$ cat src/rtl/music_pkg.sv
package music_pkg;

  localparam int song_depth = 128;
  localparam int song_addr_bits = $clog2(song_depth);

  localparam logic [11:0] reg_control = 12'h000;
  localparam logic [11:0] reg_sample_divider = 12'h004;
  localparam logic [11:0] reg_note_samples = 12'h008;
  localparam logic [11:0] reg_status = 12'h00c;
  localparam logic [11:0] song_base = 12'h200;   // word i sits at song_base + 4*i.

  localparam logic [3:0] rest_semitone = 4'd15;
  localparam logic [7:0] rest_level = 8'h80;     // mid scale, so a rest is silent.
  localparam logic [6:0] cmd_loop = 7'd0;        // any other opcode stops playback.

  localparam logic [1:0] seq_idle = 2'd0;
  localparam logic [1:0] seq_fetch = 2'd1;
  localparam logic [1:0] seq_decode = 2'd2;
  localparam logic [1:0] seq_play = 2'd3;

  // octave 0 steps, one equal-tempered semitone apart.
  // the largest entry shifted by octave 7 still fits in 16 bits.
  localparam logic [15:0] semitone_step [0:11] = '{
    16'd256, 16'd271, 16'd287, 16'd304,
    16'd323, 16'd342, 16'd362, 16'd384,
    16'd406, 16'd431, 16'd456, 16'd483
  };

  typedef union packed {
    struct packed {
      logic       is_command;
      logic [2:0] octave;
      logic [3:0] semitone;
    } note;
    struct packed {
      logic       is_command;
      logic [6:0] opcode;
    } command;
  } song_word_t;

  typedef enum logic {
    wave_square   = 1'b0,
    wave_sawtooth = 1'b1
  } waveform_t;

endpackage

$ cat src/rtl/player_config_if.sv
interface player_config_if import music_pkg::*; ();

  logic          play_request;
  logic          start_pulse;     // one cycle wide, on a rising play bit.
  waveform_t     waveform;
  logic [15:0]   sample_divider;
  logic [15:0]   note_samples;
  logic          playing;

  modport control (
    output play_request, start_pulse, waveform, sample_divider, note_samples,
    input  playing
  );

  modport player (
    input  play_request, start_pulse, note_samples,
    output playing
  );

  modport tone (input playing, start_pulse, waveform, sample_divider);

endinterface

$ cat src/rtl/song_bus_if.sv
interface song_bus_if import music_pkg::*; ();

  logic                      write_enable;
  logic [song_addr_bits-1:0] write_address;
  logic [7:0]                write_data;
  logic [song_addr_bits-1:0] read_address;
  logic [7:0]                read_data;   // valid one cycle after read_address.

  modport writer (
    output write_enable, write_address, write_data
  );

  modport reader (
    output read_address,
    input  read_data
  );

  modport memory (
    input  write_enable, write_address, write_data, read_address,
    output read_data
  );

endinterface

$ cat src/rtl/apb_control.sv
module apb_control import music_pkg::*; (
  input  logic                      clock,
  input  logic                      reset,
  input  logic                      psel,
  input  logic                      penable,
  input  logic                      pwrite,
  input  logic [11:0]               paddr,
  input  logic [31:0]               pwdata,
  input  logic [song_addr_bits-1:0] note_index,
  output logic [31:0]               prdata,
  output logic                      pready,
  output logic                      pslverr,
  player_config_if.control          cfg,
  song_bus_if.writer                song
);

  logic        setup_phase;
  logic        apb_write;
  logic        song_hit;
  logic        reg_hit;
  logic        player_stopped;
  logic        play_idle;
  logic        playing_q;
  logic [31:0] read_value;

  assign setup_phase = psel && !penable;
  assign apb_write = psel && penable && pwrite;
  assign pready = 1'b1;

  // song words fill 0x200 to 0x3fc and must be word aligned.
  assign song_hit = (paddr[11:9] == song_base[11:9]) && (paddr[1:0] == 2'b00);

  assign song.write_enable = apb_write && song_hit;
  assign song.write_address = paddr[song_addr_bits+1:2];
  assign song.write_data = pwdata[7:0];

  // the sequencer dropped playing by itself after a stop command.
  assign player_stopped = playing_q && !cfg.playing;
  assign play_idle = !cfg.play_request || player_stopped;

  always_comb begin
    reg_hit = 1'b1;
    read_value = '0;
    case (paddr)
      reg_control:        read_value = {30'd0, logic'(cfg.waveform), cfg.play_request};
      reg_sample_divider: read_value = {16'd0, cfg.sample_divider};
      reg_note_samples:   read_value = {16'd0, cfg.note_samples};
      reg_status:         read_value = {17'd0, note_index, 7'd0, cfg.playing};
      default:            reg_hit = 1'b0;
    endcase
  end

  // read data and error are captured in the setup phase for the access phase.
  always_ff @(posedge clock) begin
    if (reset) begin
      prdata <= '0;
      pslverr <= 1'b0;
    end else if (setup_phase) begin
      prdata <= read_value;  // song memory is write only, so its reads return zero.
      pslverr <= !(reg_hit || song_hit);
    end else begin
      pslverr <= 1'b0;
    end
  end

  always_ff @(posedge clock) begin
    if (reset) begin
      cfg.play_request <= 1'b0;
      cfg.start_pulse <= 1'b0;
      cfg.waveform <= wave_square;
      cfg.sample_divider <= '0;
      cfg.note_samples <= '0;
      playing_q <= 1'b0;
    end else begin
      cfg.start_pulse <= 1'b0;
      playing_q <= cfg.playing;
      if (player_stopped) begin
        cfg.play_request <= 1'b0;
      end
      if (apb_write) begin
        case (paddr)
          reg_control: begin
            cfg.play_request <= pwdata[0];
            cfg.waveform <= waveform_t'(pwdata[1]);
            cfg.start_pulse <= pwdata[0] && play_idle;
          end
          reg_sample_divider: cfg.sample_divider <= pwdata[15:0];
          reg_note_samples:   cfg.note_samples <= pwdata[15:0];
          default: ;
        endcase
      end
    end
  end

endmodule

$ cat src/rtl/song_memory.sv
module song_memory import music_pkg::*; (
  input logic        clock,
  song_bus_if.memory song
);

  logic [7:0] mem [song_depth];

  // one write port for the host and one registered read port for the sequencer.
  always_ff @(posedge clock) begin
    if (song.write_enable) begin
      mem[song.write_address] <= song.write_data;
    end
    song.read_data <= mem[song.read_address];
  end

endmodule

$ cat src/rtl/note_sequencer.sv
module note_sequencer import music_pkg::*; (
  input  logic                      clock,
  input  logic                      reset,
  player_config_if.player           cfg,
  song_bus_if.reader                song,
  input  logic                      sample_strobe,
  output logic [15:0]               step,
  output logic                      rest,
  output logic                      new_note,
  output logic [song_addr_bits-1:0] note_index
);

  logic [1:0]  state;
  logic [15:0] sample_count;
  logic        last_sample;
  logic        note_is_rest;
  song_word_t  word;

  assign song.read_address = note_index;
  assign word = song.read_data;

  // semitones 12 to 14 have no pitch and play as rests.
  assign note_is_rest = (word.note.semitone == rest_semitone) ||
                        (word.note.semitone > 4'd11);

  assign last_sample = ({1'b0, sample_count} + 17'd1) >= {1'b0, cfg.note_samples};

  // a loop word costs one more fetch and decode, so it needs a divider of 5.
  always_ff @(posedge clock) begin
    if (reset) begin
      state <= seq_idle;
      cfg.playing <= 1'b0;
      note_index <= '0;
      sample_count <= '0;
      step <= '0;
      rest <= 1'b0;
      new_note <= 1'b0;
    end else begin
      new_note <= 1'b0;
      if (cfg.start_pulse) begin
        state <= seq_fetch;
        cfg.playing <= 1'b1;
        note_index <= '0;
      end else if (!cfg.play_request) begin
        state <= seq_idle;
        cfg.playing <= 1'b0;
      end else begin
        case (state)
          seq_fetch: state <= seq_decode;  // memory latches the word here.
          seq_decode: begin
            if (!word.note.is_command) begin
              step <= note_is_rest ? 16'd0 :
                      semitone_step[word.note.semitone] << word.note.octave;
              rest <= note_is_rest;
              new_note <= 1'b1;
              sample_count <= '0;
              state <= seq_play;
            end else if (word.command.opcode == cmd_loop) begin
              note_index <= '0;
              state <= seq_fetch;
            end else begin
              state <= seq_idle;
              cfg.playing <= 1'b0;
            end
          end
          seq_play: begin
            if (sample_strobe) begin
              if (last_sample) begin
                sample_count <= '0;
                note_index <= note_index + 1'b1;  // wraps from 127 to 0.
                state <= seq_fetch;
              end else begin
                sample_count <= sample_count + 16'd1;
              end
            end
          end
          default: ;
        endcase
      end
    end
  end

endmodule

$ cat src/rtl/tone_generator.sv
module tone_generator import music_pkg::*; (
  input  logic        clock,
  input  logic        reset,
  player_config_if.tone cfg,
  input  logic [15:0] step,
  input  logic        rest,
  input  logic        new_note,
  output logic        sample_strobe,
  output logic [7:0]  sample,
  output logic        sample_valid
);

  logic [15:0] divider_count;
  logic [15:0] phase;
  logic [7:0]  shaped;

  assign sample_strobe = cfg.playing && (divider_count >= cfg.sample_divider);

  // counts 0 to sample_divider, giving one strobe every divider plus one clocks.
  always_ff @(posedge clock) begin
    if (reset) begin
      divider_count <= '0;
    end else if (!cfg.playing || cfg.start_pulse || sample_strobe) begin
      divider_count <= '0;
    end else begin
      divider_count <= divider_count + 16'd1;
    end
  end

  always_ff @(posedge clock) begin
    if (reset || new_note) begin
      phase <= '0;
    end else if (sample_strobe) begin
      phase <= phase + step;
    end
  end

  // the sample is shaped from the phase before this strobe's step is added.
  always_comb begin
    if (rest) begin
      shaped = rest_level;
    end else if (cfg.waveform == wave_sawtooth) begin
      shaped = phase[15:8];
    end else begin
      shaped = phase[15] ? 8'hff : 8'h00;
    end
  end

  always_ff @(posedge clock) begin
    if (reset) begin
      sample <= '0;
    end else if (sample_strobe) begin
      sample <= shaped;
    end
  end

  always_ff @(posedge clock) begin
    if (reset) begin
      sample_valid <= 1'b0;
    end else begin
      sample_valid <= sample_strobe;  // high for one cycle with each new sample.
    end
  end

endmodule

$ cat src/rtl/music_top.sv
module music_top import music_pkg::*; (
  input  logic        clock,
  input  logic        reset,
  input  logic        psel,
  input  logic        penable,
  input  logic        pwrite,
  input  logic [11:0] paddr,
  input  logic [31:0] pwdata,
  output logic [31:0] prdata,
  output logic        pready,
  output logic        pslverr,
  output logic [7:0]  sample,
  output logic        sample_valid,
  output logic        playing
);

  logic [15:0]               step;
  logic                      rest;
  logic                      new_note;
  logic                      sample_strobe;
  logic [song_addr_bits-1:0] note_index;

  player_config_if cfg_bus ();
  song_bus_if      song_bus ();

  assign playing = cfg_bus.playing;

  apb_control u_apb_control (
    .clock      (clock),
    .reset      (reset),
    .psel       (psel),
    .penable    (penable),
    .pwrite     (pwrite),
    .paddr      (paddr),
    .pwdata     (pwdata),
    .note_index (note_index),
    .prdata     (prdata),
    .pready     (pready),
    .pslverr    (pslverr),
    .cfg        (cfg_bus.control),
    .song       (song_bus.writer)
  );

  song_memory u_song_memory (
    .clock (clock),
    .song  (song_bus.memory)
  );

  note_sequencer u_note_sequencer (
    .clock         (clock),
    .reset         (reset),
    .cfg           (cfg_bus.player),
    .song          (song_bus.reader),
    .sample_strobe (sample_strobe),
    .step          (step),
    .rest          (rest),
    .new_note      (new_note),
    .note_index    (note_index)
  );

  tone_generator u_tone_generator (
    .clock         (clock),
    .reset         (reset),
    .cfg           (cfg_bus.tone),
    .step          (step),
    .rest          (rest),
    .new_note      (new_note),
    .sample_strobe (sample_strobe),
    .sample        (sample),
    .sample_valid  (sample_valid)
  );

endmodule

$ cat config.mk
export PLATFORM = sky130hd
export DESIGN_NAME = music_top
export DESIGN_NICKNAME = d
export VERILOG_FILES = /design/src/rtl/music_pkg.sv /design/src/rtl/player_config_if.sv /design/src/rtl/song_bus_if.sv /design/src/rtl/apb_control.sv /design/src/rtl/song_memory.sv /design/src/rtl/note_sequencer.sv /design/src/rtl/tone_generator.sv /design/src/rtl/music_top.sv
export SDC_FILE = /design/constraint.sdc
export NUM_CORES = 1
export LEC_CHECK = 0
export BUFFER_PORTS_ARGS = -buffer_cell sky130_fd_sc_hd__buf_4
export CAP_MARGIN = 10
export CORE_UTILIZATION = 40
export DETAILED_ROUTE_END_ITERATION = 7
export GPL_TIMING_DRIVEN = 0
export PLACE_DENSITY = 0.61
export SLEW_MARGIN = 20
export SYNTH_ARGS = -nofsm -noshare
export SYNTH_HDL_FRONTEND = slang
export SYNTH_SLANG_ARGS = --single-unit
export TNS_END_PERCENT = 10
$ cat constraint.sdc
create_clock -name clock -period 6 [get_ports clock]
set_input_delay 1.2 -clock clock [delete_from_list [all_inputs] [get_ports clock]]
set_output_delay 1.2 -clock clock [all_outputs]
set_load 0.01 [all_outputs]
[Word level (Yosys, flattened, before mapping)]
Memories as Yosys holds them, arrays and structs flattened. A register that Yosys moved wholly into a read port is not among the register bits.
Index checks and enable logic that the tools add are counted.
Storage, ports and cells
  bits in read-only memories: 256
  memories kept: 2
  word-level logic and storage cells: 133
  RAM bits: 1024
  register bits: 154
Operators by class
  $add $sub $neg: 5
  shifts and indexed selects: 1
  bitwise operators: 8
  order comparisons: 4
  multiplexer cells: 35
  equality and inequality tests: 19
  reductions and logical operators: 39
Memories
  u_song_memory.mem: words 128, width 8, read ports 1, clocked after Yosys merged registers in 1, wr ports 1, RTL line song_memory.sv:6  | logic [7:0] mem [song_depth];
  (no name shown): words 16, width 16, read ports 1, clocked after Yosys merged registers in 0, wr ports 0, RTL line note_sequencer.sv:53  | semitone_step[word.note.semitone] << word.note.octave;
Operators with widths (count)
  16-bit two-way mux: 6
  16-bit one-hot mux with 4 select lines: 1
  16-bit by 1-bit adder with 16-bit output, second input constant: 2
  16-bit one-hot mux with 2 select lines: 1
  7-bit two-way mux: 4
  12-bit by 4-bit == test with 1-bit output, second input constant: 2
  8-bit two-way mux: 3
  16-bit by 1-bit adder with 17-bit output, second input constant: 1
  17-bit by 16-bit greater-or-equal comparator with 1-bit output: 1
  16-bit adder: 1
  16-bit greater-or-equal comparator: 1
  16-bit by 3-bit << shifter with 16-bit output: 1
  1-bit two-way mux: 15
  7-bit one-hot mux with 2 select lines: 1
  12-bit by 3-bit == test with 1-bit output, second input constant: 1
  12-bit logical NOT: 1
  3-bit AND reduction: 3
  1-bit logical AND: 8
  4-bit by 3-bit inequality test with 1-bit output, second input constant: 2
  4-bit OR reduction: 2
  7-bit by 1-bit adder with 7-bit output, second input constant: 1
  7-bit logical NOT: 1
  1-bit NOT: 7
  1-bit logical OR: 6
  24 further kinds: 39

[Logic depth before layout (Yosys ltp)]
Gate-level depths: netlist of the first run.
  word-level depth: 7
  depth in mapped cells: 15
  gate-level depth less buffers: 14

[Modules after synthesis]
A second synthesis of the first run with hierarchy kept.
Second synthesis, totals
  cells, all modules: 2636
  area total of the unflattened synthesis: 48233.8 sq um
By module, submodules not included
  song_memory: seq. area each 30909.6 sq um, area each 39665.5 sq um, times used 1, cells each 1635
  note_sequencer: seq. area each 880.8 sq um, area each 3265.6 sq um, times used 1, cells each 404
  tone_generator: seq. area each 820.8 sq um, area each 2827.7 sq um, times used 1, cells each 337
  apb_control: seq. area each 1061.0 sq um, area each 2474.9 sq um, times used 1, cells each 260

[Worst setup path after synthesis of the first run]
No wires, ideal clock.
  path type: input to register
  start point: input paddr[1]
  end point: memory u_song_memory.mem[127][0], enable pin
  data arrival time: 2.926 ns
  path slack: 2.703 ns
  cell stages on the path: 7
  data required time: 5.629 ns
  setup time: 0.371 ns
  buffers on the path: 1
  path through: nor4_1 -> nand2_1 -> or2_2 -> nor2_1 -> nand3_1 -> clkbuf_1 -> nor2_1
On the way
  word-level cells in the longest chain between the ends: 5
RTL lines
  start, declared: RTL line music_top.sv:7  | input logic [11:0] paddr,
  2-bit logical NOT: RTL line apb_control.sv:31  | assign song_hit = (paddr[11:9] == song_base[11:9]) && (paddr[1:0] == 2'b00);
  1-bit logical AND: RTL line apb_control.sv:31
  1-bit logical AND: RTL line apb_control.sv:33  | assign song.write_enable = apb_write && song_hit;
  1-bit two-way mux: RTL line song_memory.sv:10  | if (song.write_enable) begin
  1-bit two-way mux (implied by the code): RTL line song_memory.sv:11  | mem[song.write_address] <= song.write_data;
  end, declared: RTL line song_memory.sv:6
Every way passes these cells.

[Worst setup path after layout of the first run]
  start point: input paddr[1]
  end point: memory u_song_memory.mem[75][0], enable pin
Same word-level chain as after synthesis.

==> results.ini, run 1 <==
[yosys]
synth_top_area_frac = 0.643
syn-cell-area_um2 = 47800
yosysWarnings = 0
synth_edf_count = 1024
synth.area.top_cells = edfxtp_1 (64%), mux4_2 (14%), dfxtp_1 (6.1%), nor2_1 (1.9%), nand2_1 (1.6%)
yosysTopAreaCell = edfxtp_1
synthCells = 2797
syn_area_per_cell_um2 = 17.1
synth_flop_cell = edfxtp_1
synth_seq_cells = 1170
ys_seq_area_frac = 0.704
postSynth.asyncResetShare = 0
ys_types = 75

[finish]
diodes = 0
layout_commonest_cell = edfxtp_1
layout_common_cells = edfxtp_1 (1024), mux4_2 (289), nor2_1 (239), nand2_1 (203), dfxtp_1 (146)
drive_above_1_share = 0.203
nNetsFinal = 3094
syn2layout_area_growth_pct = 12.9

[hold_path]
hold_class = reg2reg

[setup_path]
cp-end-kind = flop
critPathArrivalTime_ns = 4.84
path_max_fanout = 10
timing.rr.end = u_note_sequencer.sample_count[5]$_SDFFE_PP0P_
reg2reg_depth = 14
start_kind = primary input
cp-startpoint = paddr[1]
timing.critical_path.to = u_song_memory.mem[75][0]$_DFFE_PP_
worstPathRequired_ns = 6.33
crit_type = in2reg
reg2reg_from = u_note_sequencer.sample_count[2]$_SDFFE_PP0P_
reg2reg_slack_ns = 1.87

[placed_design]
place_congestion = 0.904
port_buffers = 58
dp_hpwl_um = 76500

[sta]
relSlewSlack = 0.157
fin_crit_ns = 4.51
fin_skew_ns = 0.0421
totalNegativeSetupSlack_ns = 0
hold-worst-slack_ns = 0.453
hold_viol_final = 0
fin_crit_sh = 0.751
grt_setup_unrepaired = no
slew_viol_final = 0
tightest_slew_ns = 1.27
setup_viol = 0
fmax_mhz = 222

[global_routing]
globalRouteTotalUtil = 0.195
grt_pass1_vias = 25600
antenna_found_initial = 3
grt_overflow = 0
grt_start_max_net_pins = 133
grt_pass1_wl_um = 173000

[clock_network]
cts_buffer_depth = 3
htreeDepth = 3
cts_setup_buffers = 0
root_buffer = clkbuf_16
clkLatencyLatePin_ns = 0.74
ctsResizeCount = 0
clock_sinks = 1170
cts_tree = done
holdBufCountCts = 0
cts_inserted_buffers = 115
clk_pin_slew_ns = 0.06

[power_and_ir_drop]
p_total_w = 0.0162
p_leak_nw = 16.7
p_per_area_nw_per_um2 = 300
ir_drop_v = 0.000281

[routing]
vias = 25800
drt-initial-drc-count = 2841
drt_wl_total_um = 118000
wl_per_cell_um = 25.4
ant_nets = 0
drc_errors = 0
via_per_inst = 5.58
dr.pass1.iters = 5

[floorplan]
fp.coreArea_um2 = 118000
start_util = 0.405
dieArea_um2 = 121000
chipHeight_um = 348
fp-row-count = 126
die_w_um = 348
io-pin-count = 93

[run_status]
outcome = finished, final reports clean

[job]
maxCapViolCount = 0

## per-stage QoR
stage | setup WS [ns] | instance area (um^2) | utilization | instances
6_report | 1.49 | 54000 | 0.457 | 4622
5_1_grt | 1.40 | 54000 | 0.457 | 4622
4_1_cts | 1.63 | 54000 | 0.457 | 4622
3_5_place_dp | 0.848 | 50300 | 0.425 | 4406
3_3_place_gp | 0.890 | 50200 | 0.425 | 4406
2_1_floorplan | 2.70 | 47900 | - | 2812
## layer usage
layer	up-vias	share of wire	global-route usage
met5	-	0.00011	0
met4	2	0.024	0.0521
met3	167	0.082	0.0447
met2	967	0.46	0.304
met1	13300	0.43	0.275
li1	11400	-	-
## registers in the layout (all words and copies together), names as in the netlist
signal                            cells
u_apb_control.cfg.note_samples       16
u_apb_control.cfg.play_request        1
u_apb_control.cfg.sample_divider     16
u_apb_control.cfg.start_pulse         1
u_apb_control.cfg.waveform            1
u_apb_control.playing_q               1
u_apb_control.prdata                 16
u_apb_control.pslverr                 1
u_note_sequencer.cfg.playing          1
u_note_sequencer.new_note             1
u_note_sequencer.note_index           7
u_note_sequencer.rest                 1
u_note_sequencer.sample_count        16
u_note_sequencer.state                2
u_note_sequencer.step                16
u_song_memory.mem                  1024
u_song_memory.song.read_data          8
u_tone_generator.divider_count       16
u_tone_generator.phase               16
u_tone_generator.sample               8
u_tone_generator.sample_valid         1
## power by group
part | total [W] | internal, W | switching [W] | leakage (nW)
Sequential | 0.00884 | 0.00884 | 0.000000151 | 10.4
Combinational | 0.000211 | 0.0000302 | 0.000181 | 4.49
Clock | 0.00718 | 0.00406 | 0.00312 | 1.84
Total | 0.0162 | 0.0129 | 0.00330 | 16.7
## cell type report
type	instances	area, um^2
sequential	1170	33700
multi-input combinational	1423	13200
buffer	166	812
fill	10200	64200
inverter	53	199
tap	1536	1920
timing repair buffer	58	465
clock buffer	143	3070
clock inverter	73	674
## synth_stat cells, types with 5 or more instances
cell type  count
nor2b_1       29
nand2_1      203
mux4_2       289
xor2_1        22
nand3_1       40
edfxtp_1    1024
buf_6          9
or2_2          6
inv_1         52
dfxtp_1      146
mux2i_1       30
or3_1          6
o22ai_1       23
and2_1         5
a22oi_1       36
xnor2_1       16
nor3_1        43
nand4_1       19
o21ai_0       43
buf_1         23
clkbuf_1      83
a211oi_1      26
nand4b_1       9
buf_2         27
a21oi_1      111
mux2_2        37
nor2_1       239
a31oi_1        5
and3_1        17
buf_4         23
o2bb2ai_1      8
nand2b_1      11
o21a_1         6
ha_1          57
## critical path, cell delays in order
cell and delay [ns]:
buf_4 0.11, nor4_1 0.48, nand2_1 0.12, or2_2 0.39, nor2_1 0.25, nand3_1 0.71, clkbuf_1 0.62, nor2_1 0.94
## how the worst min path moves through the flow
| stage | from | endpoint | slack, ns | cells past startpoint |
|---|---|---|---|---|
| 3_3_place_gp | u_apb_control.cfg.note_samples[9]$_SDFFE_PP0P_ | u_apb_control.cfg.note_samples[9]$_SDFFE_PP0P_ | 0.44 | 2 |
| 2_1_floorplan | u_note_sequencer.step[10]$_SDFFE_PP0P_ | u_note_sequencer.step[10]$_SDFFE_PP0P_ | 0.43 | 2 |
| 5_1_grt | u_apb_control.cfg.note_samples[8]$_SDFFE_PP0P_ | u_apb_control.cfg.note_samples[8]$_SDFFE_PP0P_ | 0.48 | 2 |
| 4_1_cts | u_apb_control.cfg.note_samples[13]$_SDFFE_PP0P_ | u_apb_control.cfg.note_samples[13]$_SDFFE_PP0P_ | 0.46 | 2 |
| 3_5_place_dp | u_apb_control.cfg.note_samples[13]$_SDFFE_PP0P_ | u_apb_control.cfg.note_samples[13]$_SDFFE_PP0P_ | 0.45 | 2 |
| 6_report | u_apb_control.cfg.note_samples[13]$_SDFFE_PP0P_ | u_apb_control.cfg.note_samples[13]$_SDFFE_PP0P_ | 0.45 | 2 |
## kinds of logic after synthesis
group,after synthesis,synth area share
adders and majority gates,58,0.0153
and+or+nand+nor,646,0.0605
buffers and inverters,219,0.0211
AOI/OAI and AO/OA,307,0.0408
muxes,357,0.151
other,2,0.000157
xor gates and xnor gates,38,0.00696
DFF,1170,0.704
Power figures use the tool's default switching activity.
==> run 2, diff against run 1 <==
--- a/config.mk
+++ b/config.mk
@@ -10,7 +10,7 @@
 export CORE_UTILIZATION = 40
 export DETAILED_ROUTE_END_ITERATION = 7
 export GPL_TIMING_DRIVEN = 0
-export PLACE_DENSITY = 0.61
+export PLACE_DENSITY = 0.63
 export SLEW_MARGIN = 20
 export SYNTH_ARGS = -nofsm -noshare
 export SYNTH_HDL_FRONTEND = slang
==> constraint.sdc (replaced) <==
create_clock -name clock -period 4.1 [get_ports clock]
set_input_delay 0.82 -clock clock [delete_from_list [all_inputs] [get_ports clock]]
set_output_delay 0.82 -clock clock [all_outputs]
set_load 0.01 [all_outputs]
==> run 2 against run 1 <==
- sequential power grew 46%
- die area unchanged
- combinational power rose by 54%
- register-to-register slack worse by 1.7 ns
- largest power group unchanged
- clock power is 45% higher
- critical path depth shrank 2
- first-iteration DRC count increased by 0.84%
- sequential cell count unchanged
- wire length grew 0.24%
- global-route usage is essentially flat
- worst setup slack lost 1.3 ns
- highest routed layer unchanged
==> results.ini, run 2 (synthesis results as in run 1) <==
[finish]
multiInputGateArea_um2 = 13200  ; about the same
diodes = 0  ; unchanged
n_fill_cell = 10100  ; was 10200
layout_commonest_cell = edfxtp_1  ; unchanged
seq_area_um2 = 33700  ; unchanged
largest_register = u_song_memory.mem  ; unchanged
nNetsFinal = 3098  ; was 3094
largest_register_ff_count = 1024  ; unchanged
syn2layout_area_growth_pct = 13.0  ; was 12.9%
layout_common_cells = edfxtp_1 (1024), mux4_2 (289), nor2_1 (237), nand2_1 (203), dfxtp_1 (146)  ; was edfxtp_1 (1024), mux4_2 (289), nor2_1 (239), nand2_1 (203), dfxtp_1 (146)
drive_above_1_share = 0.208  ; was 0.203

[global_routing]
globalRouteTotalUtil = 0.195  ; about the same
grt_pass1_vias = 25800  ; was 25600
grt_overflow = 0  ; unchanged
antenna_found_initial = 3  ; unchanged
grt_start_max_net_pins = 132  ; was 133
grt_pass1_wl_um = 173000  ; about the same

[routing]
drc_errors = 0  ; unchanged
drt-initial-drc-count = 2865  ; was 2841
ant_nets = 0  ; unchanged
dr.pass1.iters = 7  ; was 5
drt_wl_total_um = 118000  ; about the same
via_per_inst = 5.61  ; was 5.58
wl_per_cell_um = 25.5  ; was 25.4 um
vias = 26000  ; was 25800

[setup_path]
crit_type = reg2reg  ; was in2reg
critPathBufInv = 3  ; was 2
critPathArrivalTime_ns = 4.41  ; was 4.84 ns
cp-end-kind = flop  ; unchanged
crit_chain = clkbuf_1, clkbuf_1, clkbuf_1, mux4_2, a22oi_1, nand4_1  ; was buf_4, nor4_1, nand2_1, or2_2, nor2_1, nand3_1, clkbuf_1, nor2_1
timing.rr.end = u_song_memory.song.read_data[2]$_DFF_P_  ; was u_note_sequencer.sample_count[5]$_SDFFE_PP0P_
worstPathRequired_ns = 4.62  ; was 6.33 ns
reg2reg_from = u_note_sequencer.note_index[4]$_SDFFE_PP0P_  ; was u_note_sequencer.sample_count[2]$_SDFFE_PP0P_
slowest_delay_ns = 0.87  ; was 0.94 ns
cpLargestDelayFamily = buffers and inverters  ; was simple AND/OR/NAND/NOR gates
reg2reg_slack_ns = 0.20  ; was 1.87 ns
reg2reg_depth = 6  ; was 14
crit_slowest_cell = clkbuf_1  ; was nor2_1
path_max_fanout = 10  ; unchanged
start_kind = flop  ; was primary input
cpMostUsedCell = clkbuf_1  ; was nor2_1

[clock_network]
cts_tree = done  ; unchanged
cts_buffer_depth = 3  ; unchanged
clkLatencyLatePin_ns = 0.71  ; was 0.74 ns
clock_sinks = 1170  ; unchanged
cts_inserted_buffers = 114  ; was 115
root_buffer = clkbuf_16  ; unchanged
holdBufCountCts = 0  ; unchanged
clk_pin_slew_ns = 0.06  ; about the same
htreeDepth = 3  ; unchanged

[floorplan]
die_w_um = 348  ; unchanged
dieArea_um2 = 121000  ; unchanged
fp.coreArea_um2 = 118000  ; unchanged
fp-row-count = 126  ; unchanged
chipHeight_um = 348  ; unchanged
io-pin-count = 93  ; unchanged
start_util = 0.405  ; unchanged

[sta]
relSlewSlack = 0.226  ; was 0.157
fmax_mhz = 257
setup_viol = 0  ; unchanged
hold_viol_final = 0  ; unchanged
fin_ws_ns = 0.204  ; was 1.49 ns
fin_skew_ns = 0.0220  ; was 0.0421 ns
grt_setup_unrepaired = no  ; unchanged
fin_crit_sh = 0.950
slew_viol_final = 0  ; unchanged
fin_crit_ns = 3.90
tightest_slew_ns = 1.16  ; was 1.27 ns

[hold_path]
min_path_cells = 3  ; was 2
hold_class = in2reg  ; was reg2reg
holdCritStartpoint = pwdata[9]  ; was u_apb_control.cfg.note_samples[13]$_SDFFE_PP0P_
hold_path_end = u_apb_control.cfg.sample_divider[9]$_SDFFE_PP0P_  ; was u_apb_control.cfg.note_samples[13]$_SDFFE_PP0P_

[placed_design]
dp_hpwl_um = 76800  ; was 76500 um
place_congestion = 0.887  ; was 0.904
port_buffers = 58  ; unchanged
pre_cts_ws_ns = -0.444  ; was 0.848 ns

[run_status]
outcome = finished, final reports clean  ; unchanged

[power_and_ir_drop]
ir_drop_v = 0.000365  ; was 0.000281 V
p_total_w = 0.0236  ; was 0.0162 W
p_per_area_nw_per_um2 = 437  ; was 300 nW/um^2
p_leak_nw = 16.7  ; about the same

[job]
maxCapViolCount = 0  ; unchanged

## run 2: changes by cell type in the layout (fill, tap and decap cells not counted), moves of 3 or more
cell / delta
clkbuf_8: -4
clkinv_4: +3
clkbuf_2: +3
clkinv_1: -14
clkinvlp_4: +4
buf_16: +3
inv_16: +3
clkbuf_1: +4
## run 2: per-stage QoR
stage               area [um^2]  std cells  TNS (ns)   util  hold slack [ns]
detailed placement        50300       4408   -168.78  0.426            0.446
global placement          50200       4406   -153.27  0.425            0.444
CTS                       54000       4621         0  0.457            0.321
global route              54100       4624         0  0.457            0.354
finish                    54100       4624         0  0.457            0.366
floorplan                 47900       2812         0      -            0.432
## run 2: what timing repair did
action,4_1_cts,5_1_grt
setup endpoints to repair,0,25
buffers inserted,0,2
resized for setup,0,7
## run 2: layout make-up
class,instances,share of cell area
Timing Repair Buffer,63,0.0104
Sequential cell,1170,0.623
Buffer,166,0.0151
Tap cell,1536,0.0355
Clock buffer,144,0.0554
Clock inverter,69,0.0125
Inverter,53,0.00368
Multi-Input combinational cell,1423,0.245
## run 2: worst reg2reg max path: cells and delay by family (launching register included)
kind,cells,cell delay (ns)
compound gates,1,0.36
mux,1,0.54
buf+inv,3,2.26
flops,1,0.31
simple gates,1,0.25
## run 2: power by group
group / switching [W] / total [W] / internal [W]
combinational: 0.000271 / 0.000324 / 0.0000527
sequential: 0.000000223 / 0.0129 / 0.0129
clock: 0.00458 / 0.0104 / 0.00578
total: 0.00485 / 0.0236 / 0.0188
## run 2: how the worst max path moves through the flow
| stage | start | to | cells after the start |
|---|---|---|---|
| 4_1_cts | u_note_sequencer.sample_count[2]$_SDFFE_PP0P_ | u_note_sequencer.sample_count[5]$_SDFFE_PP0P_ | 14 |
| 3_3_place_gp | paddr[1] | u_song_memory.mem[95][0]$_DFFE_PP_ | 8 |
| 6_report | u_note_sequencer.note_index[4]$_SDFFE_PP0P_ | u_song_memory.song.read_data[2]$_DFF_P_ | 6 |
| 2_1_floorplan | u_note_sequencer.sample_count[2]$_SDFFE_PP0P_ | u_note_sequencer.sample_count[10]$_SDFFE_PP0P_ | 14 |
| 5_1_grt | u_note_sequencer.sample_count[2]$_SDFFE_PP0P_ | u_note_sequencer.sample_count[12]$_SDFFE_PP0P_ | 14 |
| 3_5_place_dp | paddr[1] | u_song_memory.mem[59][6]$_DFFE_PP_ | 8 |
## run 2: layer usage
metal,GRT usage,routed length (um),up-vias
li1,-,-,11400
met1,0.275,50100,13300
met2,0.311,56000,1021
met3,0.0326,8360,197
met4,0.0565,3320,2
met5,0,9,-
